===== config.mk =====
export PLATFORM = sky130hd
export DESIGN_NAME = npc_mem_arb
export DESIGN_NICKNAME = d
export VERILOG_FILES = /design/src/common/npc_pkg.sv /design/src/mem/npc_mem_arb.sv
export SDC_FILE = /design/constraint.sdc
export NUM_CORES = 1
export LEC_CHECK = 0
export BUFFER_PORTS_ARGS = -buffer_cell sky130_fd_sc_hd__buf_2
export CORE_AREA = 2 2 238 240
export DETAILED_ROUTE_END_ITERATION = 10
export DIE_AREA = 0 0 240 242
export SLEW_MARGIN = 10
export SYNTH_ARGS = -nofsm -noshare
export SYNTH_HDL_FRONTEND = slang
export SYNTH_SLANG_ARGS = --single-unit

===== constraint.sdc =====
create_clock -name i_clk -period 2.6 [get_ports i_clk]
set_clock_uncertainty 0.15 [all_clocks]
set_input_delay 0.39 -clock i_clk [delete_from_list [all_inputs] [get_ports i_clk]]
set_output_delay 0.39 -clock i_clk [all_outputs]
set_load 0.05 [all_outputs]

===== src/common/npc_pkg.sv =====
// NPC shared definitions
package npc_pkg;

  typedef logic [63:0] xlen_t;
  typedef logic [31:0] inst_t;

  typedef enum logic [2:0] {
    ALU_ADD,
    ALU_SUB,
    ALU_AND,
    ALU_OR,
    ALU_XOR,
    ALU_SLT,
    ALU_PASS_B
  } alu_op_e;

  typedef enum logic [2:0] {
    MEM_NONE,
    MEM_LD,
    MEM_LW,
    MEM_SD,
    MEM_SW
  } mem_op_e;

  typedef enum logic [1:0] {
    WB_ALU,
    WB_MEM,
    WB_PC4
  } wb_sel_e;

  typedef enum logic [1:0] {
    BR_NONE,
    BR_BEQ,
    BR_BNE,
    BR_JAL
  } br_e;

  // the address is a byte address and the memory only looks at its doubleword index bits.
  typedef struct packed {
    xlen_t      addr;
    logic       we;
    logic [7:0] wmask;
    xlen_t      wdata;
  } mem_req_t;

  typedef struct packed {
    xlen_t rdata;
  } mem_rsp_t;

  typedef struct packed {
    alu_op_e    alu_op;
    logic       alu_a_pc;
    logic       alu_b_imm;
    br_e        br;
    mem_op_e    mem_op;
    wb_sel_e    wb_sel;
    logic       reg_we;
    logic       is_ebreak;
    logic       is_bad;
    logic [4:0] rd;
    logic [4:0] rs1;
    logic [4:0] rs2;
  } ctrl_t;

  localparam logic [6:0] OPC_OP     = 7'b0110011;
  localparam logic [6:0] OPC_OP_IMM = 7'b0010011;
  localparam logic [6:0] OPC_LUI    = 7'b0110111;
  localparam logic [6:0] OPC_LOAD   = 7'b0000011;
  localparam logic [6:0] OPC_STORE  = 7'b0100011;
  localparam logic [6:0] OPC_BRANCH = 7'b1100011;
  localparam logic [6:0] OPC_JAL    = 7'b1101111;
  localparam logic [6:0] OPC_SYSTEM = 7'b1110011;

  localparam logic [4:0] REG_A0 = 5'd10;

endpackage


===== src/mem/npc_mem_arb.sv =====
// NPC memory arbiter
`timescale 1ns/1ps

module npc_mem_arb (
  input  logic              i_clk,
  input  logic              i_rst_n,
  input  npc_pkg::mem_req_t i_req0,
  input  logic              i_req0_valid,
  input  npc_pkg::mem_req_t i_req1,
  input  logic              i_req1_valid,
  output logic              o_gnt0,
  output logic              o_gnt1,
  output npc_pkg::mem_req_t o_mem_req,
  output logic              o_mem_req_valid,
  input  npc_pkg::mem_rsp_t i_mem_rsp,
  output npc_pkg::mem_rsp_t o_rsp0,
  output logic              o_rsp0_valid,
  output npc_pkg::mem_rsp_t o_rsp1,
  output logic              o_rsp1_valid
);

  logic fwd_q;
  logic owner1_q;

  // port 0 always wins a tie.
  assign o_gnt0          = i_req0_valid;
  assign o_gnt1          = i_req1_valid && !i_req0_valid;
  assign o_mem_req       = i_req0_valid ? i_req0 : i_req1;
  assign o_mem_req_valid = o_gnt0 || o_gnt1;

  always_ff @(posedge i_clk or negedge i_rst_n) begin
    if (!i_rst_n) begin
      fwd_q    <= 1'b0;
      owner1_q <= 1'b0;
    end else begin
      fwd_q    <= o_mem_req_valid;
      owner1_q <= o_gnt1;
    end
  end

  assign o_rsp0       = i_mem_rsp;
  assign o_rsp1       = i_mem_rsp;
  assign o_rsp0_valid = fwd_q && !owner1_q;
  assign o_rsp1_valid = fwd_q && owner1_q;

  a_arb_onehot_gnt: assert property (@(posedge i_clk) disable iff (!i_rst_n)
    !(o_gnt0 && o_gnt1));

  a_arb_loser_holds: assert property (@(posedge i_clk) disable iff (!i_rst_n)
    (i_req1_valid && !o_gnt1) |=> i_req1_valid);

endmodule


# After elaboration in Yosys (flattened, before gate mapping)
# Index checks and enable logic that the tools add are counted.
[word_totals]
input_bits = 342
latchBits = 0
memories = 0
romBits = 0
ff_bits = 2
out_inout_bits = 270
mem_bits_rw = 0
[classes]
addsub = 0
n_mux = 1
magnitude_cmp = 0
n_bitwise = 0
shifts = 0
reduce_logical = 6
n_mul = 0
eq_ne = 0
div = 0
[ops]
columns = ["op", "count"]
rows = [
  ["137-bit 2-to-1 mux", 1],
  ["1-bit logical AND", 3],
  ["1-bit logical NOT", 2],
  ["1-bit logical OR", 1],
]

# Longest topological paths before layout
[depth]
word_depth = 3
ltp_mapped = 3
mapped_depth_nobuf = 1

# Least setup slack after synthesis
# Ideal clock, no wire load.
[synth_path]
path_type = "input -> output"
from = "input i_req0_valid"
to = "output o_gnt1"
t_arrival_ns = 1.406
slack_ns = 0.654
t_required_ns = 2.060
stages = 3
cell_sequence = "buf_4 -> buf_6 -> nor2b_1"
[synth_between]
elab_chain_cells = 2
[synth_lines]
columns = ["item", "line", "text"]
rows = [
  ["start: declaration", "npc_mem_arb.sv:8", "input logic i_req0_valid,"],
  ["1-bit logical NOT", "npc_mem_arb.sv:27", "assign o_gnt1 = i_req1_valid && !i_req0_valid;"],
  ["1-bit logical AND", "npc_mem_arb.sv:27", ""],
  ["end: declaration", "npc_mem_arb.sv:12", "output logic o_gnt1,"],
]
# No other way between the ends.

==> impl_metrics.json <==
{
  "cp_max_fo": 39,
  "synth_area_per_cell_sq_um": 9.53,
  "post-synth-top-area-cell": "mux2_2",
  "root_buffer": "clkbuf_16",
  "ys_seq_area_frac": 0.0183,
  "outcome": "completed",
  "grt_max_degree": 40,
  "slew_viol_final": 0,
  "antenna_found_initial": 9,
  "dr.pass1.iters": 4,
  "numCtsBuffers": 3,
  "synthCells": 287,
  "synthesis.area_sq_um": 2740,
  "cp.required_ps": 2060,
  "fin_util": 0.0871,
  "tightest_slew_ps": 444,
  "irDropWorstVdd_v": 0.000170,
  "die_y_um": 242,
  "p_leak_nw": 2.31,
  "grt_usage": 0.0525,
  "setup_viol": 0,
  "synth_top_family_by_area": "multiplexers",
  "syn_to_final_growth_pct": 77.4,
  "antenna_left": 0,
  "cts_sinks": 2,
  "fillers": 6586,
  "rows": 87,
  "grt_setup_unrepaired": "false",
  "fin_nets": 918,
  "dpl.cell_count": 1326,
  "synth_edf_count": 0,
  "multi_input_area_sq_um": 1570,
  "grt_pass1_wl_mm": 21.6,
  "synth_mux_area_frac": 0.564,
  "vias": 3196,
  "cp-start-kind": "input port",
  "seqCellArea_sq_um": 50.0,
  "coreArea_sq_um": 55700,
  "drive_gt1_frac": 0.990,
  "criticalPathCategory": "in -> out",
  "viasPerCell": 2.39,
  "post_cts_resized": 0,
  "arrival_ps": 1620,
  "fin_setup_tns_ps": 0,
  "yosys.area_share.simple": 0.00915,
  "initial_utilization": 0.0491,
  "synth_compound_area_frac": 0,
  "relSlewSlack": 0.706,
  "h-tree-depth": 1,
  "hp-class": "in -> reg",
  "synthTopCellsByArea": "mux2_2 (56%), buf_4 (36%), buf_6 (4.5%), dfrtp_1 (1.8%), nor2b_1 (0.46%)",
  "path_clk_slew_ps": 30,
  "stdcell_area_sq_um": 4850,
  "cts_buffer_depth": 2,
  "yosys_warnings": 0,
  "post-route-period-util": 0.831,
  "synth_top_area_share": 0.564,
  "fin_crit_ps": 2160,
  "fmax_ghz": 0.463,
  "synth_seq_cells": 2,
  "maxCapViolCount": 0,
  "cts_tree": "done",
  "grt_pass1_vias": 3158,
  "dpl.hpwl_mm": 15.9,
  "numPortBuffers": 419,
  "p_per_area_nw_per_um2": 321,
  "finalPower_mw": 1.56,
  "postSynth.asyncResetShare": 1.00,
  "ys.flop_type": "dfrtp_1",
  "post_dp_cell_area_sq_um": 4750,
  "drc": 0,
  "gp_congestion": 0.935,
  "yosysUniqueCellTypes": 8,
  "wl_per_cell_um": 13.2,
  "drt-total-wl_mm": 17.7,
  "syn-num-nets": 629,
  "drtIter0Drc": 101,
  "dieWidth_um": 240,
  "synthAdderAreaFrac": 0,
  "pin_count": 612,
  "synth_xor_area_frac": 0,
  "die-area_sq_um": 58100,
  "stdcell_count": 1336,
  "hold_viol_final": 0,
  "grt-ovfl-total": 0,
  "synth.most_common_cell": "mux2_2",
  "cp-end-kind": "output pin",
  "synth_common_cells": "mux2_2 (137), buf_4 (131), buf_6 (11)"
}
[where the power goes]
part           switching [mW]  total (mW)  leakage (nW)  internal (mW)
logic                   0.874        1.30          2.25          0.423
clock network          0.0332       0.229        0.0370          0.195
registers            0.000688      0.0337        0.0232         0.0330
total                   0.908        1.56          2.31          0.652
[final timing paths]
kind	slack, ps	to	from	depth (start not counted)
max in group asynchronous	1850	fwd_q$_DFF_PN0_	i_rst_n	2
worst min-delay path	250	fwd_q$_DFF_PN0_	i_req1_valid	2
min in group asynchronous	350	owner1_q$_DFF_PN0_	i_rst_n	2
worst max-delay path	440	o_mem_req[43]	i_req0_valid	4
[critical path, cell delays in order]
cell	delay, ps
buf_6	280
buf_12	260
mux2_2	380
buf_2	210
[kinds of logic after synthesis]
family | Yosys count
flip-flops | 2
AND/OR/NAND/NOR | 4
buffers and inverters | 144
multiplexers | 137
[what timing repair did]
item | CTS | global route
endpoints found under the hold margin | 2 | 0
hold buffers | 1 | 0
setup buffers | 0 | 0
[flip-flops by register name, indices dropped and copies added (netlist names)]
name      flops
fwd_q         1
owner1_q      1
[stage by stage]
stage          setup WS, ps  hold slack, ps
2_1_floorplan           654           -55.6
3_3_place_gp            467            25.9
3_5_place_dp            456            29.6
4_1_cts                 455             245
5_1_grt                 412             254
6_report                439             247
[routing by layer]
layer,part of all wire,track usage
met5,0.0016,0
met4,0.051,0.0345
met3,0.24,0.0529
met2,0.40,0.0751
met1,0.31,0.0451
[cells in the final DEF (no fill, tap or decap), drive strengths merged]
master       instances
or2                  1
clkbuf               3
buf                427
nor2b                2
dlygate4sd3          1
and2                 1
diode                6
mux2               137
dfrtp                2
[area by class of cell]
cell class | instances | area share
multi-input combinational | 141 | 0.323
timing repair buffer | 428 | 0.453
tap | 756 | 0.195
clock buffer | 3 | 0.0155
sequential | 2 | 0.0103
antenna | 6 | 0.00309
(Power assumes the default switching activity.)
