$ cat config.mk
export PLATFORM = sky130hd
export DESIGN_NAME = npc_ifu
export DESIGN_NICKNAME = d
export VERILOG_FILES = /design/src/common/npc_pkg.sv /design/src/verilog/npc_ifu.sv
export SDC_FILE = /design/constraint.sdc
export NUM_CORES = 1
export LEC_CHECK = 0
export BUFFER_PORTS_ARGS = -buffer_cell sky130_fd_sc_hd__buf_2
export CORE_AREA = 5 5 177 179
export CTS_BUF_LIST = sky130_fd_sc_hd__clkbuf_4 sky130_fd_sc_hd__clkbuf_8
export DETAILED_ROUTE_END_ITERATION = 8
export DIE_AREA = 0 0 182 184
export HOLD_SLACK_MARGIN = 0.02
export PLACE_DENSITY = 0.49
export SETUP_SLACK_MARGIN = 0.15
export SKIP_CTS_REPAIR_TIMING = 1
export SYNTH_ARGS = -nofsm -noshare
export SYNTH_HDL_FRONTEND = slang
export SYNTH_SLANG_ARGS = --single-unit
$ cat constraint.sdc
create_clock -name i_clk -period 3.7 [get_ports i_clk]
set_input_delay 0.74 -clock i_clk [delete_from_list [all_inputs] [get_ports i_clk]]
set_output_delay 0.74 -clock i_clk [all_outputs]
set_load 0.03 [all_outputs]
$ cat src/common/npc_pkg.sv
// NPC shared definitions
package npc_pkg;

  typedef logic [63:0] xlen_t;
  typedef logic [31:0] inst_t;

  typedef enum logic [2:0] {
    ALU_ADD,
    ALU_SUB,
    ALU_AND,
    ALU_OR,
    ALU_XOR,
    ALU_SLT,
    ALU_PASS_B
  } alu_op_e;

  typedef enum logic [2:0] {
    MEM_NONE,
    MEM_LD,
    MEM_LW,
    MEM_SD,
    MEM_SW
  } mem_op_e;

  typedef enum logic [1:0] {
    WB_ALU,
    WB_MEM,
    WB_PC4
  } wb_sel_e;

  typedef enum logic [1:0] {
    BR_NONE,
    BR_BEQ,
    BR_BNE,
    BR_JAL
  } br_e;

  // the address is a byte address and the memory only looks at its doubleword index bits.
  typedef struct packed {
    xlen_t      addr;
    logic       we;
    logic [7:0] wmask;
    xlen_t      wdata;
  } mem_req_t;

  typedef struct packed {
    xlen_t rdata;
  } mem_rsp_t;

  typedef struct packed {
    alu_op_e    alu_op;
    logic       alu_a_pc;
    logic       alu_b_imm;
    br_e        br;
    mem_op_e    mem_op;
    wb_sel_e    wb_sel;
    logic       reg_we;
    logic       is_ebreak;
    logic       is_bad;
    logic [4:0] rd;
    logic [4:0] rs1;
    logic [4:0] rs2;
  } ctrl_t;

  localparam logic [6:0] OPC_OP     = 7'b0110011;
  localparam logic [6:0] OPC_OP_IMM = 7'b0010011;
  localparam logic [6:0] OPC_LUI    = 7'b0110111;
  localparam logic [6:0] OPC_LOAD   = 7'b0000011;
  localparam logic [6:0] OPC_STORE  = 7'b0100011;
  localparam logic [6:0] OPC_BRANCH = 7'b1100011;
  localparam logic [6:0] OPC_JAL    = 7'b1101111;
  localparam logic [6:0] OPC_SYSTEM = 7'b1110011;

  localparam logic [4:0] REG_A0 = 5'd10;

endpackage

$ cat src/verilog/npc_ifu.sv
// NPC fetch and sequencing unit
`timescale 1ns/1ps

module npc_ifu #(
  parameter npc_pkg::xlen_t RESET_PC    = 64'h0000_0000_8000_0000,
  parameter int             MEM_CREDITS = 2
) (
  input  logic              i_clk,
  input  logic              i_rst_n,
  input  logic              i_run,
  input  npc_pkg::xlen_t    i_next_pc,
  input  npc_pkg::ctrl_t    i_ctrl,
  input  logic              i_lsu_done,
  output npc_pkg::mem_req_t o_req,
  output logic              o_req_valid,
  input  logic              i_gnt,
  input  npc_pkg::mem_rsp_t i_rsp,
  input  logic              i_rsp_valid,
  output npc_pkg::xlen_t    o_pc,
  output npc_pkg::inst_t    o_inst,
  output logic              o_lsu_start,
  output logic              o_commit,
  output logic              o_halt,
  output logic              o_bad_inst,
  output npc_pkg::xlen_t    o_halt_pc
);
  import npc_pkg::*;

  localparam int            CW       = $clog2(MEM_CREDITS + 1);
  localparam logic [CW-1:0] CRED_MAX = CW'(MEM_CREDITS);

  typedef enum logic [2:0] {S_FETCH, S_WAIT, S_EXEC, S_MEM, S_HALT} state_e;

  state_e        state;
  xlen_t         pc;
  inst_t         inst_q;
  logic [CW-1:0] credits;
  logic          spend;
  logic          halt_now;
  logic          bad_q;

  assign o_req_valid = (state == S_FETCH) && i_run && (credits != '0);
  assign spend       = o_req_valid && i_gnt;
  assign o_req       = '{addr: pc, we: 1'b0, wmask: 8'h00, wdata: '0};

  assign halt_now    = (state == S_EXEC) && (i_ctrl.is_ebreak || i_ctrl.is_bad);
  assign o_lsu_start = (state == S_EXEC) && !halt_now && (i_ctrl.mem_op != MEM_NONE);
  assign o_commit    = ((state == S_EXEC) && !halt_now && (i_ctrl.mem_op == MEM_NONE)) ||
                       ((state == S_MEM) && i_lsu_done);

  // halt shows up in the decode cycle and then holds from the state register.
  assign o_halt     = (state == S_HALT) || halt_now;
  assign o_bad_inst = bad_q || (halt_now && i_ctrl.is_bad);
  assign o_halt_pc  = pc;
  assign o_pc       = pc;
  assign o_inst     = inst_q;

  always_ff @(posedge i_clk or negedge i_rst_n) begin
    if (!i_rst_n) begin
      state   <= S_FETCH;
      pc      <= RESET_PC;
      credits <= CRED_MAX;
      bad_q   <= 1'b0;
    end else begin
      case (state)
        S_FETCH: if (spend) state <= S_WAIT;
        S_WAIT:  if (i_rsp_valid) state <= S_EXEC;
        S_EXEC: begin
          if (halt_now) state <= S_HALT;
          else if (o_lsu_start) state <= S_MEM;
          else state <= S_FETCH;
        end
        S_MEM:   if (i_lsu_done) state <= S_FETCH;
        default: state <= S_HALT;
      endcase
      if (o_commit) pc <= i_next_pc;
      if (halt_now && i_ctrl.is_bad) bad_q <= 1'b1;
      credits <= credits - CW'(spend) + CW'(i_rsp_valid);
    end
  end

  // the fetched doubleword holds two instructions.
  always_ff @(posedge i_clk) begin
    if ((state == S_WAIT) && i_rsp_valid) inst_q <= pc[2] ? i_rsp.rdata[63:32] : i_rsp.rdata[31:0];
  end

  a_ifu_credit_max: assert property (@(posedge i_clk) disable iff (!i_rst_n)
    credits <= CRED_MAX);

endmodule

Word level (Yosys, flattened, before mapping)
Index checks and enable logic that the tools add are counted.
{"block": "op_classes", "addsub": 2, "eq_ne": 7, "n_mux": 7, "reduce_logical": 20}
{"op": "32-bit two-way mux", "count": 1}
{"op": "3-bit two-way mux", "count": 4}
{"op": "3-bit case mux with 4 select lines", "count": 1}
{"op": "1-bit logical AND", "count": 10}
{"op": "3-bit by 2-bit == test with 1-bit output, second input constant", "count": 2}
{"op": "3-bit zero test", "count": 2}
{"op": "2-bit != test, second input constant", "count": 3}
{"op": "1-bit logical OR", "count": 4}
{"op": "3-bit by 1-bit == test with 1-bit output, second input constant", "count": 1}
{"op": "3-bit == test, second input constant", "count": 1}
{"op": "3-bit AND reduction", "count": 1}
{"op": "3-bit nonzero test", "count": 1}
{"op": "2-bit by 1-bit adder with 2-bit output", "count": 1}
{"op": "2-bit two-way mux", "count": 1}
{"op": "2-bit nonzero test", "count": 1}
{"op": "2-bit by 1-bit subtractor with 2-bit output", "count": 1}
{"op": "1-bit zero test", "count": 1}
{"block": "word_totals", "regBits": 102, "inputBits": 164}

Logic depth before layout (Yosys ltp)
{"block": "logic_depth", "ltp_word": 8, "depth_mapped": 8, "ltp_nobuf": 7}

Worst setup path after synthesis
No wires, ideal clock.
{"block": "synth_timing", "path_type": "input to register", "from": "input i_rsp_valid", "to": "register inst_q[0], in the netlist o_inst[0] (enable)", "setup_ns": 0.461, "arrival_ns": 3.006, "required_time_ns": 3.239, "path_slack_ns": 0.233, "stages": 2, "path_buffers": 0, "cell_sequence": "nand2_1 -> nor3_1"}
{"block": "synth_between", "elab_chain_cells": 1}
{"item": "start, declared", "line": "npc_ifu.sv:18", "rtl": "input logic i_rsp_valid,"}
{"item": "1-bit logical AND", "line": "npc_ifu.sv:84", "rtl": "if ((state == S_WAIT) && i_rsp_valid) inst_q <= pc[2] ? i_rsp.rdata[63:32] : i_rsp.rdata[31:0];"}
{"item": "end signal, assigned", "line": "npc_ifu.sv:84"}
{"item": "end, declared", "line": "npc_ifu.sv:36", "rtl": "inst_t inst_q;"}
Every way passes these cells.
A chain may end at the register's enable or synchronous reset.

Worst setup path after layout
{"block": "layout_timing", "from": "input i_ctrl[21] (netlist bit)", "to": "output o_commit"}
{"block": "layout_between", "elab_chain_cells": 3}
{"item": "start, declared", "line": "npc_ifu.sv:12", "rtl": "input npc_pkg::ctrl_t i_ctrl,"}
{"item": "3-bit zero test", "line": "npc_ifu.sv:48", "rtl": "assign o_commit = ((state == S_EXEC) && !halt_now && (i_ctrl.mem_op == MEM_NONE)) ||"}
{"item": "1-bit logical AND", "line": "npc_ifu.sv:48"}
{"item": "1-bit logical OR", "line": "npc_ifu.sv:48"}
{"item": "end, declared", "line": "npc_ifu.sv:22", "rtl": "output logic o_commit,"}
Every way passes these cells.

==> flow_results.xml <==
<?xml version="1.0" encoding="UTF-8"?>
<metrics>
  <group name="yosys">
    <metric name="synthesis.area_per_instance" unit="um2">13.0</metric>
    <metric name="syn_area" unit="mm2">0.00584</metric>
    <metric name="postSynthRegisterBits" unit="">102</metric>
    <metric name="ys_warns" unit="">0</metric>
    <metric name="yosysUniqueCellTypes" unit="">29</metric>
    <metric name="yosysSeqAreaShare" unit="">0.465</metric>
    <metric name="syn-instance-count" unit="">449</metric>
  </group>
  <group name="sta">
    <metric name="setup_violations" unit="">0</metric>
    <metric name="peak_clock_frequency_supported_by_timing" unit="GHz">0.389</metric>
    <metric name="setup-tns-final" unit="ns">0</metric>
    <metric name="period_minus_slack" unit="ns">2.57</metric>
    <metric name="max_slew.worst_pin.slew" unit="ns">0.944</metric>
    <metric name="final_hold_viol_count" unit="">0</metric>
    <metric name="final-max-slew-violation-count" unit="">0</metric>
    <metric name="max-slew-margin-rel" unit="">0.371</metric>
    <metric name="timing.clock.skew" unit="ns">0.0212</metric>
    <metric name="rsz0062_at_grt" unit="">false</metric>
    <metric name="layout_worst_path_cycle_share" unit="">0.695</metric>
  </group>
  <group name="drt">
    <metric name="detailroute.via_count" unit="">3677</metric>
    <metric name="drt_wl_total" unit="mm">15.6</metric>
    <metric name="post_drt_wl_per_cell" unit="um">14.4</metric>
    <metric name="drt-pass1-iter-count" unit="">4</metric>
    <metric name="drt_iter0_markers" unit="">69</metric>
    <metric name="drt_drc_violations_left" unit="">0</metric>
    <metric name="via_per_inst" unit="">3.39</metric>
    <metric name="antenna_violating_nets_post_route" unit="">0</metric>
  </group>
  <group name="die">
    <metric name="die_h" unit="um">184</metric>
    <metric name="floorplan.initialDensity" unit="">0.199</metric>
    <metric name="fp.dieArea" unit="mm2">0.0335</metric>
    <metric name="io_pins" unit="">466</metric>
    <metric name="fp-row-count" unit="">63</metric>
    <metric name="core_area" unit="mm2">0.0294</metric>
    <metric name="die_w" unit="um">182</metric>
  </group>
  <group name="hold_path">
    <metric name="hold_depth" unit="">1</metric>
    <metric name="hold-path-endpoint" unit="">bad_q</metric>
    <metric name="timing.hold.worst.class" unit="">flop to flop</metric>
    <metric name="holdCritStartpoint" unit="">bad_q</metric>
  </group>
  <group name="status">
    <metric name="status" unit="">completed</metric>
  </group>
  <group name="finish">
    <metric name="layout-drive-gt1-share" unit="">0.706</metric>
    <metric name="utilization" unit="">0.241</metric>
    <metric name="final_net_count" unit="">854</metric>
    <metric name="final_area" unit="mm2">0.00709</metric>
    <metric name="final_cell_count_no_fill" unit="">1084</metric>
    <metric name="syn_to_final_growth" unit="%">21.4</metric>
  </group>
  <group name="power_and_ir_drop">
    <metric name="cellPowerDensity" unit="mW/mm2">360</metric>
    <metric name="worst_ir_drop_vdd" unit="mV">0.169</metric>
    <metric name="power_leakage" unit="uW">0.00416</metric>
    <metric name="power.total" unit="uW">2550</metric>
  </group>
  <group name="global_route">
    <metric name="wire_length_of_the_first_global_routing_pass" unit="mm">21.6</metric>
    <metric name="track_usage" unit="">0.0839</metric>
    <metric name="antenna_found_initial" unit="">1</metric>
    <metric name="grt_max_degree" unit="">71</metric>
    <metric name="grt_total_ovfl" unit="">0</metric>
    <metric name="via_count_of_the_first_global_routing_pass" unit="">3582</metric>
  </group>
  <group name="worst_setup_path">
    <metric name="reg2reg_to" unit="">credits[1]</metric>
    <metric name="worst_r2r_path_depth" unit="">7</metric>
    <metric name="timing.critical_path.mode_cell" unit="">sky130_fd_sc_hd__buf_2</metric>
    <metric name="crit_path_cell_trace" unit="">buf_2, nor3_1, a31oi_4, inv_1, buf_2</metric>
    <metric name="reg2reg_slack" unit="ns">1.63</metric>
    <metric name="worst-endpoint-arrival" unit="ns">1.83</metric>
    <metric name="setup.worst_path.start_class" unit="">input pin</metric>
    <metric name="critPathSlowestCell" unit="">sky130_fd_sc_hd__nor3_1</metric>
    <metric name="timing_worst_setup_path_type" unit="">input pin to output port</metric>
    <metric name="r2r_start" unit="">state[2]</metric>
    <metric name="crit_path_end_kind" unit="">output port</metric>
    <metric name="worstPathRequired" unit="ns">2.96</metric>
    <metric name="crit_fanout" unit="">3</metric>
    <metric name="worst_path_largest_cell_delay" unit="ns">0.46</metric>
  </group>
  <group name="place">
    <metric name="port_buffers" unit="">367</metric>
    <metric name="numPlacedInstances" unit="">1067</metric>
    <metric name="dp_hpwl" unit="mm">12.5</metric>
    <metric name="placedInstanceArea" unit="mm2">0.00689</metric>
    <metric name="gp_congestion" unit="">0.796</metric>
  </group>
  <group name="clock_tree">
    <metric name="ctsHtreeMaxLevel" unit="">3</metric>
    <metric name="cts_tree" unit="">built</metric>
    <metric name="cts-root-to-sink-buffers" unit="">2</metric>
    <metric name="clkTransAtPathRegs" unit="ns">0.11</metric>
    <metric name="ctsRootBufferMaster" unit="">sky130_fd_sc_hd__clkbuf_8</metric>
    <metric name="numClockSinks" unit="">102</metric>
    <metric name="clock_latency" unit="ns">0.38</metric>
    <metric name="cts_inserted_buffers" unit="">9</metric>
  </group>
  <group name="run">
    <metric name="max-cap-violations" unit="">0</metric>
  </group>
</metrics>
routing by layer:
layer	GRT usage	up-vias	wire length, um
met5	0	-	7
met4	0.0252	2	242
met3	0.0277	14	1640
met2	0.149	242	7990
met1	0.0959	1722	5710
li1	-	1697	-
cell usage after synthesis, drive strengths merged:
library cell / number / area, um2
o21bai: 1 / 7.51
nor3b: 1 / 18.8
a21oi: 1 / 5.00
a21o: 3 / 22.5
conb: 1 / 3.75
o22a: 2 / 17.5
clkbuf: 4 / 15.0
nand3b: 1 / 7.51
o21ai: 2 / 10.0
or3: 1 / 6.26
edfxtp: 32 / 961
and3b: 1 / 8.76
nand2: 2 / 7.51
xnor2: 2 / 17.5
nor2: 4 / 15.0
dfstp: 2 / 52.6
inv: 5 / 18.8
a211oi: 1 / 7.51
mux2: 97 / 1280
dfrtp: 68 / 1700
buf: 211 / 1600
and4b: 1 / 10.0
a31oi: 1 / 6.26
ha: 2 / 25.0
nor3: 3 / 20.0
layout by cell type, fill, tap and decap left out, drive strengths merged, types with 2 or more instances in the layout:
| master | Yosys | routed |
|---|---|---|
| a21o | 3 | 3 |
| buf | 211 | 371 |
| clkbuf | 4 | 9 |
| conb | 1 | 73 |
| dfrtp | 68 | 68 |
| dfstp | 2 | 2 |
| edfxtp | 32 | 32 |
| ha | 2 | 2 |
| inv | 5 | 9 |
| mux2 | 97 | 97 |
| nand2 | 2 | 2 |
| nor2 | 4 | 4 |
| nor3 | 3 | 3 |
| o21ai | 2 | 2 |
| o22a | 2 | 2 |
| xnor2 | 2 | 2 |
critical path, delay by kind of cell:
family	cells	cell delay [ns]
buffers and inverters	3	0.39
and+or+nand+nor	1	0.46
AOI/OAI and AO/OA	1	0.23
cells by family (layout without fill, tap and decap cells):
family / Yosys count / count (layout) / synth area share
AO/OA/AOI/OAI: 11 / 11 / 0.0131
XOR/XNOR: 2 / 2 / 0.00300
adder cells (fa/ha/maj): 2 / 2 / 0.00428
buffers and inverters: 220 / 392 / 0.280
flip-flops: 102 / 102 / 0.465
multiplexers: 97 / 97 / 0.218
other: 1 / 74 / 0.000642
AND/OR/NAND/NOR: 14 / 14 / 0.0161
how the worst max path moves through the flow:
| stage | slack [ns] | cells after the start | from | endpoint |
|---|---|---|---|---|
| 2_1_floorplan | 0.23 | 2 | i_rsp_valid | o_inst[0] |
| 3_3_place_gp | 1.01 | 5 | i_ctrl[21] | o_commit |
| 3_5_place_dp | 1.02 | 5 | i_ctrl[21] | o_commit |
| 4_1_cts | 1.02 | 5 | i_ctrl[21] | o_commit |
| 5_1_grt | 0.98 | 5 | i_ctrl[21] | o_commit |
| 6_report | 1.13 | 5 | i_ctrl[21] | o_commit |
where the power goes:
group	internal, uW	total, uW	switching, uW
Clock	324	759	436
Sequential	1210	1250	43.2
Combinational	174	537	363
Total	1710	2550	842
layout make-up:
class,count,area (um2)
well taps,390,488
repair buffers,371,1880
inverters,5,18.8
multi-input cells,199,1780
clock inverters,7,78.8
fillers,3186,22300
flip-flops and latches,102,2720
diodes,1,2.50
clock buffers,9,124
sequential cells by signal, summed over array words and instances (netlist names):
| signal | count |
|---|---|
| credits | 2 |
| state | 3 |
| o_inst | 32 |
| bad_q | 1 |
| o_halt_pc | 64 |
metrics by stage:
stage                     worst slack (ns)  hold slack (ns)
after global routing                 0.975            0.510
after global placement                1.01            0.440
final                                 1.13            0.474
after detailed placement              1.02            0.451
after floorplan                      0.233            0.430
after CTS                             1.02            0.480
No activity file was read; power rests on OpenSTA's default activity.
