`config.mk`:
```
export PLATFORM = sky130hd
export DESIGN_NAME = npc_lsu
export DESIGN_NICKNAME = d
export VERILOG_FILES = /design/src/common/npc_pkg.sv /design/src/verilog/npc_lsu.sv
export SDC_FILE = /design/constraint.sdc
export NUM_CORES = 1
export LEC_CHECK = 0
export BUFFER_PORTS_ARGS = -buffer_cell sky130_fd_sc_hd__buf_4
export CAP_MARGIN = 0
export CORE_AREA = 2 2 157 159
export DETAILED_ROUTE_END_ITERATION = 12
export DIE_AREA = 0 0 159 161
export GPL_TIMING_DRIVEN = 1
export PLACE_DENSITY = 0.47
export SYNTH_ARGS = -nofsm -noshare
export SYNTH_HDL_FRONTEND = slang
export SYNTH_SLANG_ARGS = --single-unit
```
`constraint.sdc`:
```
create_clock -name i_clk -period 1.6 [get_ports i_clk]
set_input_delay 0.08 -clock i_clk [delete_from_list [all_inputs] [get_ports i_clk]]
set_output_delay 0.08 -clock i_clk [all_outputs]
set_load 0.005 [all_outputs]
```
`src/common/npc_pkg.sv`:
```
// NPC shared definitions
package npc_pkg;

  typedef logic [63:0] xlen_t;
  typedef logic [31:0] inst_t;

  typedef enum logic [2:0] {
    ALU_ADD,
    ALU_SUB,
    ALU_AND,
    ALU_OR,
    ALU_XOR,
    ALU_SLT,
    ALU_PASS_B
  } alu_op_e;

  typedef enum logic [2:0] {
    MEM_NONE,
    MEM_LD,
    MEM_LW,
    MEM_SD,
    MEM_SW
  } mem_op_e;

  typedef enum logic [1:0] {
    WB_ALU,
    WB_MEM,
    WB_PC4
  } wb_sel_e;

  typedef enum logic [1:0] {
    BR_NONE,
    BR_BEQ,
    BR_BNE,
    BR_JAL
  } br_e;

  // the address is a byte address and the memory only looks at its doubleword index bits.
  typedef struct packed {
    xlen_t      addr;
    logic       we;
    logic [7:0] wmask;
    xlen_t      wdata;
  } mem_req_t;

  typedef struct packed {
    xlen_t rdata;
  } mem_rsp_t;

  typedef struct packed {
    alu_op_e    alu_op;
    logic       alu_a_pc;
    logic       alu_b_imm;
    br_e        br;
    mem_op_e    mem_op;
    wb_sel_e    wb_sel;
    logic       reg_we;
    logic       is_ebreak;
    logic       is_bad;
    logic [4:0] rd;
    logic [4:0] rs1;
    logic [4:0] rs2;
  } ctrl_t;

  localparam logic [6:0] OPC_OP     = 7'b0110011;
  localparam logic [6:0] OPC_OP_IMM = 7'b0010011;
  localparam logic [6:0] OPC_LUI    = 7'b0110111;
  localparam logic [6:0] OPC_LOAD   = 7'b0000011;
  localparam logic [6:0] OPC_STORE  = 7'b0100011;
  localparam logic [6:0] OPC_BRANCH = 7'b1100011;
  localparam logic [6:0] OPC_JAL    = 7'b1101111;
  localparam logic [6:0] OPC_SYSTEM = 7'b1110011;

  localparam logic [4:0] REG_A0 = 5'd10;

endpackage

```
`src/verilog/npc_lsu.sv`:
```
// NPC load/store unit
`timescale 1ns/1ps

module npc_lsu #(
  parameter int MEM_CREDITS = 2
) (
  input  logic              i_clk,
  input  logic              i_rst_n,
  input  logic              i_start,
  input  npc_pkg::mem_op_e  i_mem_op,
  input  npc_pkg::xlen_t    i_addr,
  input  npc_pkg::xlen_t    i_wdata,
  output npc_pkg::mem_req_t o_req,
  output logic              o_req_valid,
  input  logic              i_gnt,
  input  npc_pkg::mem_rsp_t i_rsp,
  input  logic              i_rsp_valid,
  output npc_pkg::xlen_t    o_load_data,
  output logic              o_done
);
  import npc_pkg::*;

  localparam int            CW       = $clog2(MEM_CREDITS + 1);
  localparam logic [CW-1:0] CRED_MAX = CW'(MEM_CREDITS);

  logic [CW-1:0] credits;
  logic          pend_q;
  logic          spend;
  logic          done_q;
  logic [31:0]   word;
  xlen_t         load_q;

  // a request that loses arbitration stays pending until it is granted.
  assign o_req_valid = (i_start || pend_q) && (credits != '0);
  assign spend       = o_req_valid && i_gnt;

  always_comb begin
    o_req.addr  = i_addr;
    o_req.we    = (i_mem_op == MEM_SD) || (i_mem_op == MEM_SW);
    o_req.wdata = i_wdata;
    case (i_mem_op)
      MEM_SD:  o_req.wmask = 8'hff;
      MEM_SW: begin
        o_req.wmask = i_addr[2] ? 8'hf0 : 8'h0f;
        o_req.wdata = {2{i_wdata[31:0]}};
      end
      default: o_req.wmask = 8'h00;
    endcase
  end

  assign word = i_addr[2] ? i_rsp.rdata[63:32] : i_rsp.rdata[31:0];

  always_ff @(posedge i_clk or negedge i_rst_n) begin
    if (!i_rst_n) begin
      credits <= CRED_MAX;
      pend_q  <= 1'b0;
      done_q  <= 1'b0;
    end else begin
      credits <= credits - CW'(spend) + CW'(i_rsp_valid);
      pend_q  <= (i_start || pend_q) && !spend;
      done_q  <= i_rsp_valid;
    end
  end

  always_ff @(posedge i_clk) begin
    if (i_rsp_valid) load_q <= (i_mem_op == MEM_LW) ? {{32{word[31]}}, word} : i_rsp.rdata;
  end

  assign o_load_data = load_q;
  assign o_done      = done_q;

  a_lsu_rsp_outstanding: assert property (@(posedge i_clk) disable iff (!i_rst_n)
    i_rsp_valid |-> credits != CRED_MAX);

endmodule

```
After elaboration in Yosys (flattened, before gate mapping)
Index checks and enable logic that the tools add are counted.

$add $sub $neg: 2. Eq/ne operators: 3. Multiplexer cells: 5. Reduce and logical (&&, ||, !) cells: 7.

Operators by type and width (number): 64-bit 2-to-1 mux (2); 32-bit 2-to-1 mux (1); 8-bit case mux with 2 select lines (1); 8-bit 2-to-1 mux (1); 3-bit by 2-bit == test with 1-bit output (second input constant) (2); 3-bit == test (second input constant) (1); 1-bit logical AND (3); 2-bit by 1-bit adder with 2-bit output (1); 1-bit logical OR (2); 2-bit nonzero test (1); 2-bit by 1-bit subtractor with 2-bit output (1); 1-bit zero test (1).

Register bits: 68. Input port bits: 200. Output and inout port bits: 203. Logic and storage cells: 21.

Logic depth before layout (Yosys ltp)
Gate-level depths: netlist (run 1).

Depth after elaboration: 5. Gate-level depth with buffers: 6. Mapped depth without buffers: 6.

Least setup slack after synthesis (run 1)
OpenSTA, ideal clock, no wires.

Path kind: register -> register. From: register pend_q. To: register credits[1]. Setup time: 75 ps. Arrival: 1394 ps. Required time: 1525 ps. Setup slack: 131 ps. Stages on the path, launching flop included: 7. Buffers on the path: 0. Period minus slack after synthesis: 1469 ps. Path through: dfrtp_1 > o221a_2 > ha_1 > inv_1 > ha_1 > xnor2_1 > xnor2_1.

Word-level cells in the longest chain between the ends: 5.

RTL lines: start, declared (line npc_lsu.sv:27) `logic pend_q;`; start signal, assigned (line npc_lsu.sv:60) `pend_q <= (i_start || pend_q) && !spend;`; 1-bit logical OR (line npc_lsu.sv:34) `assign o_req_valid = (i_start || pend_q) && (credits != '0);`; 1-bit logical AND (line npc_lsu.sv:34); 1-bit logical AND (line npc_lsu.sv:35) `assign spend = o_req_valid && i_gnt;`; 2-bit by 1-bit subtractor with 2-bit output (line npc_lsu.sv:59) `credits <= credits - CW'(spend) + CW'(i_rsp_valid);`; 2-bit by 1-bit adder with 2-bit output (line npc_lsu.sv:59); end signal, assigned (line npc_lsu.sv:59); end, declared (line npc_lsu.sv:26) `logic [CW-1:0] credits;`.

No other way between the ends. A chain may end at the register's enable or synchronous reset.

Worst setup path in the final report (run 1)
Ends and elaborated chain as after synthesis.

==> results of run 1 <==
## what timing repair did
action,CTS,global route
buffers inserted,0,1
gates resized for setup,0,3
hold buffers,2,0
endpoints found under the setup margin,0,1
hold endpoints to repair,5,0
## sequential cells by signal, summed over array words and instances, names as in the netlist
signal and cells:
pend_q 1, o_load_data 64, o_done 1, credits 2
## power breakdown
| part | total, W | switching (W) | leakage (nW) | internal [W] |
|---|---|---|---|---|
| sequential | 0.00225 | 0.0000783 | 0.672 | 0.00217 |
| combinational | 0.00137 | 0.000532 | 2.09 | 0.000841 |
| clock | 0.00222 | 0.000839 | 0.156 | 0.00138 |
## metrics by stage
step	setup TNS [ns]	worst slack, ns
6_report	0	0.02904
5_1_grt	-0.06473	-0.06473
4_1_cts	0	0.006131
3_5_place_dp	0	0.01382
3_3_place_gp	0	0.08933
2_1_floorplan	0	0.1309
## cells by family (layout without fill, tap and decap cells)
logic type,count (synthesis),after routing,share of synthesized area
adder cells (fa/ha/maj),2,2,0.005705
AND/OR/NAND/NOR,10,10,0.01769
flip-flops,68,68,0.4613
buffers and inverters,151,341,0.2414
AO/OA/AOI/OAI,3,3,0.004850
XOR/XNOR,2,2,0.003995
multiplexers,97,97,0.2650
## metal layers
| metal | global-route usage | vias to the layer above | routed length, um |
|---|---|---|---|
| met5 | 0.001894 | - | 23 |
| met4 | 0.06901 | 4 | 730 |
| met3 | 0.05778 | 44 | 1816 |
| met2 | 0.2231 | 217 | 8545 |
| met1 | 0.1074 | 1464 | 4894 |
| li1 | - | 1402 | - |
## worst paths after layout
path | endpoint | slack [ns] | cells after the start
max in group asynchronous | credits[1]$_DFF_PN1_ | 1.34 | 2
setup reg to reg | credits[1]$_DFF_PN1_ | 0.03 | 6
hold / removal | o_load_data[4]$_DFFE_PP_ | 0.04 | 2
setup / recovery | credits[1]$_DFF_PN1_ | 0.03 | 6
hold reg to reg | pend_q$_DFF_PN0_ | 0.58 | 2
min in group asynchronous | o_done$_DFF_PN0_ | 0.07 | 2
## synth_stat cells
cell	count
buf_12	3
and4bb_4	1
buf_4	103
ha_1	2
buf_6	3
clkbuf_1	3
o221a_2	1
nor3b_4	1
buf_8	3
mux2_4	30
edfxtp_1	64
mux2_2	31
dfstp_2	1
xnor2_1	2
inv_1	36
or3b_2	1
mux2_1	2
o21ai_0	2
nor3b_1	1
dfrtp_1	3
nor2_1	4
nand2_1	1
mux2i_1	34
nand3b_1	1
## final cells by class
cell class                 count  area share
multi-input combinational    114      0.2075
clock buffer                   9     0.03474
tap                          324     0.06254
sequential                    68      0.3121
timing repair buffer         289      0.3470
clock inverter                 7     0.01525
inverter                      36     0.02085
## worst max-delay path, cell delays in order (launching register included)
cell and delay, ns:
dfrtp_1 0.39, o221a_4 0.28, ha_4 0.26, inv_1 0.04, ha_2 0.17, xnor2_1 0.21, xnor2_1 0.15
==> flow_metrics.py, run 1 <==
metrics = {
    "routing": {
        "wirelength_um": 16010,
        "ant_nets": 0,
        "drc": 0,
        "vias": 3131,
        "vias_per_cell": 3.697,
        "wl_per_cell_um": 18.90,
        "dr.pass1.iters": 6,
        "drt_iter0_drc": 73,
    },
    "hold_path": {
        "hold_path_startpoint": "i_rsp[4]",
        "hp-class": "in -> reg",
    },
    "synthesis": {
        "yosys.cell_types.count": 24,
        "synth-seq-cells": 68,
        "yosysSeqAreaShare": 0.4613,
        "ys_warn_count": 0,
        "yosysTopAreaCell": "edfxtp_1",
        "ys_top_cells_by_area": "edfxtp_1 44%, buf_4 18%, mux2_4 10%, mux2_2 8.0%, mux2i_1 7.8%",
        "synth_nets": 535,
        "syn-instance-count": 333,
        "yosysTopAreaCellShare": 0.4382,
        "synthesis.area_um2": 4385,
        "synth.avg_cell_area_um2": 13.17,
    },
    "worst_setup_path": {
        "start_kind": "flip-flop",
        "setup.worst_path.start": "pend_q$_DFF_PN0_",
        "required_ns": 1.86,
        "arrival_ns": 1.83,
        "reg2reg_from": "pend_q$_DFF_PN0_",
        "path_class": "reg -> reg",
        "cp_max_fo": 2,
        "worst_setup_path_end_kind": "flip-flop",
    },
    "cells_and_area": {
        "fin_nets": 720,
        "instances_no_fill": 847,
        "final_cell_mix": "281 x buf_4, 64 x edfxtp_1, 36 x inv_1, 33 x mux2i_1, 31 x mux2_2",
        "multi_input_area_um2": 1345,
        "utilization": 0.2705,
        "regArea_um2": 2023,
        "fin_area_um2": 6482,
        "final.fill_count": 2533,
        "drive_gt1_frac": 0.7132,
        "diodes": 0,
        "final_common_cell": "buf_4",
        "area_growth_pct": 47.82,
    },
    "clock_network": {
        "cts.htree.levels": 3,
        "cts_tree": "built",
        "clockBufferDepth": 2,
        "root_buffer": "clkbuf_16",
        "cts_buffers": 9,
        "clk_pin_slew_ns": 0.06,
        "cts.sinks": 68,
        "insertion_delay_ns": 0.33,
    },
    "timing": {
        "fmax_ghz": 0.6366,
        "holdWs_ns": 0.04159,
        "slew_headroom": 0.7929,
        "hold_viol_final": 0,
        "timing.final.crit_share": 0.9819,
        "finalMaxSlewViolations": 0,
        "worst_pin_slew_ns": 0.3106,
        "fin_crit_ns": 1.571,
        "setup_viol": 0,
        "finClkSkew_ns": 0.00003161,
    },
    "die": {
        "io_pins": 403,
        "core_um2": 23960,
        "initial_utilization": 0.1830,
        "die_w_um": 159,
        "die_y_um": 161,
        "rows": 57,
        "die_area_um2": 25600,
    },
    "global_route": {
        "grt_usage": 0.1208,
        "grt_pass1_vias": 3417,
        "grt-ovfl-total": 0,
        "antenna_found_initial": 2,
        "grt_max_degree": 34,
        "grt_pass1_wl_um": 22710,
    },
    "place": {
        "gp_congestion": 0.9181,
        "port_buffers": 276,
        "placed_area_um2": 6115,
        "dp_hpwl_um": 12950,
        "placed_cells": 829,
    },
    "run_status": {
        "status": "complete, no violations",
    },
    "run": {
        "drv_cap": 0,
    },
    "pwr": {
        "powerDensity_nw_per_um2": 900.4,
        "p_leak_nw": 2.916,
        "peakVddDrop_mv": 0.4787,
        "power_w": 0.005837,
    },
}
No activity file was read; power rests on OpenSTA's default activity.
==> inputs of run 2 (changes only) <==
Settings changed: PLACE_DENSITY 0.47 to 0.45, SLEW_MARGIN set to 10.
==> run 2 against run 1 <==
- largest power group is now the clock network
- highest routed layer is now met4
- sequential share of layout area rose by 0.079 points
- critical path type unchanged
- clock skew rose by 0.0015 ns
- fmax rose by 1.5%
- register-to-register slack improved by 0.02 ns
- critical path depth did not move
- sequential power barely moved
- cell count rose by 0.47%
- first-iteration DRC count fell by 15%
==> flow_metrics.py, run 2 (synthesized netlist as in run 1, its figures left out) <==
metrics = {
    "run_status": {
        "status": "complete, no violations",
    },
    "place": {
        "gp_congestion": 0.9109,
        "placed_cells": 832,
        "dp_hpwl_um": 13050,
        "port_buffers": 276,
        "placed_area_um2": 6112,
    },
    "cells_and_area": {
        "utilization": 0.2698,
        "final_cell_mix": "287 x buf_4, 64 x edfxtp_1, 36 x inv_1, 33 x mux2i_1, 31 x mux2_2",
        "final.fill_count": 2538,
        "final_common_cell": "buf_4",
        "fin_nets": 723,
        "instances_no_fill": 851,
        "area_growth_pct": 47.45,
        "fin_area_um2": 6466,
        "drive_gt1_frac": 0.7167,
        "largest_reg_flops": 64,
    },
    "pwr": {
        "p_int_w": 0.004372,
        "peakVddDrop_mv": 0.4548,
        "p_seq_frac": 0.383,
        "switching_share": 0.2508,
        "combinationalPowerShare": 0.230,
        "p_leak_nw": 2.922,
        "clkPwrFrac": 0.386,
        "powerDensity_nw_per_um2": 902.5,
        "netSwitchingPower_w": 0.001464,
    },
    "hold_path": {
        "hp-class": "in -> reg",
        "hold_path_startpoint": "i_rsp[7]",
        "min_to": "o_load_data[7]$_DFFE_PP_",
        "holdPathStages": 2,
    },
    "worst_setup_path": {
        "worst_setup_path_end_kind": "flip-flop",
        "required_ns": 1.86,
        "r2r-end": "credits[1]$_DFF_PN1_",
        "reg2reg_from": "credits[1]$_DFF_PN1_",
        "path_class": "reg -> reg",
        "arrival_ns": 1.81,
        "start_kind": "flip-flop",
        "reg2reg_slack_ns": 0.05,
        "cp_max_fo": 3,
        "reg2reg_depth": 6,
    },
    "clock_network": {
        "cts.htree.levels": 3,
        "clk_pin_slew_ns": 0.07,
        "cts.sinks": 68,
        "insertion_delay_ns": 0.34,
        "clockBufferDepth": 2,
        "cts_buffers": 9,
        "root_buffer": "clkbuf_16",
        "cts_tree": "built",
    },
    "global_route": {
        "grt_pass1_wl_um": 22850,
        "grt_max_degree": 34,
        "grt_pass1_vias": 3536,
        "antenna_found_initial": 1,
        "met3_usage": 0.04905,
        "busiest_layer": "met2",
        "grt-ovfl-total": 0,
        "grt_usage": 0.1210,
        "met2_usage": 0.2354,
        "use_met1": 0.1036,
    },
    "timing": {
        "fin_crit_ns": 1.547,
        "hold_viol_final": 0,
        "finalMaxSlewViolations": 0,
        "fmax_ghz": 0.6463,
        "timing.final.crit_share": 0.9671,
        "setup_viol": 0,
        "finClkSkew_ns": 0.001486,
        "worst_pin_slew_ns": 0.3665,
        "slew_headroom": 0.7557,
    },
    "routing": {
        "dr.pass1.iters": 4,
        "ant_nets": 0,
        "drt_iter0_drc": 62,
        "wl_per_cell_um": 18.82,
        "vias_per_cell": 3.711,
        "drc": 0,
        "wirelength_um": 16020,
        "vias": 3158,
    },
    "die": {
        "io_pins": 403,
        "initial_utilization": 0.1830,
        "core_um2": 23960,
        "rows": 57,
        "die_area_um2": 25600,
        "die_y_um": 161,
        "die_w_um": 159,
    },
    "run": {
        "drv_cap": 0,
    },
}
## run 2: cell count changes in the layout (fill, tap and decap cells not counted)
| cell | previous run | this run |
|---|---|---|
| buf_4 | 281 | 287 |
| buf_12 | 6 | 4 |
| diode_2 | 0 | 1 |
| dlygate4sd3_1 | 2 | 1 |
| ha_1 | 0 | 1 |
| ha_4 | 1 | 0 |
| o221a_2 | 0 | 1 |
| o221a_4 | 1 | 0 |
| xnor2_1 | 2 | 1 |
| xnor2_2 | 0 | 1 |
## run 2: worst max path at each step
stage                     slack [ns]                 start                   end
final                           0.05  credits[1]$_DFF_PN1_  credits[1]$_DFF_PN1_
after global routing           -0.01  credits[1]$_DFF_PN1_  credits[1]$_DFF_PN1_
after CTS                       0.02      pend_q$_DFF_PN0_  credits[1]$_DFF_PN1_
after detailed placement        0.04      pend_q$_DFF_PN0_  credits[1]$_DFF_PN1_
after global placement          0.09      pend_q$_DFF_PN0_  credits[1]$_DFF_PN1_
after floorplan                 0.13      pend_q$_DFF_PN0_  credits[1]$_DFF_PN1_
## run 2: area by class of cell
cell class	count	area [um2]	share of cell area
repair buffers	292	2245	0.3471
flip-flops and latches	68	2023	0.3129
multi-input cells	114	1331	0.2059
well taps	324	405.4	0.06269
clock buffers	9	225.2	0.03483
inverters	36	135.1	0.02090
clock inverters	7	98.84	0.01529
diodes	1	2.502	0.0003870
## run 2: layer usage
layer,part of all wire,vias up,routed length (um)
li1,-,1415,-
met1,0.30,1481,4736
met2,0.56,214,8936
met3,0.10,48,1624
met4,0.045,0,719
met5,0,-,0
## run 2: critical path, cell delays in order, from the launching register on
cell	delay, ns
dfstp_2	0.54
o221a_2	0.20
ha_1	0.22
inv_1	0.06
ha_2	0.18
xnor2_2	0.12
xnor2_1	0.15
## run 2: what timing repair did
item | CTS | global route
resized for setup | 0 | 2
setup endpoints to repair | 0 | 1
endpoints found under the hold margin | 4 | 0
hold buffers | 1 | 0
setup buffers | 0 | 1
## run 2: power by group through the flow
stage	Sequential (W)	Combinational (W)	Clock, W
final	0.00224	0.00134	0.00225
after detailed placement	0.00228	0.00133	0
after global placement	0.00227	0.00130	0
after floorplan	0.00229	0.000614	0
after global routing	0.00226	0.00145	0.00241
after CTS	0.00225	0.00133	0.00234
## run 2: metrics by stage
stage	total power, W	hold WS, ns	worst slack [ns]	setup TNS, ns
6_report	0.005836	0.03587	0.05272	0
5_1_grt	0.006121	0.02222	-0.01044	-0.01044
4_1_cts	0.005915	0.0002024	0.01951	0
3_5_place_dp	0.003611	-0.1215	0.03818	0
3_3_place_gp	0.003575	-0.1241	0.09378	0
2_1_floorplan	0.002900	-0.2156	0.1309	0
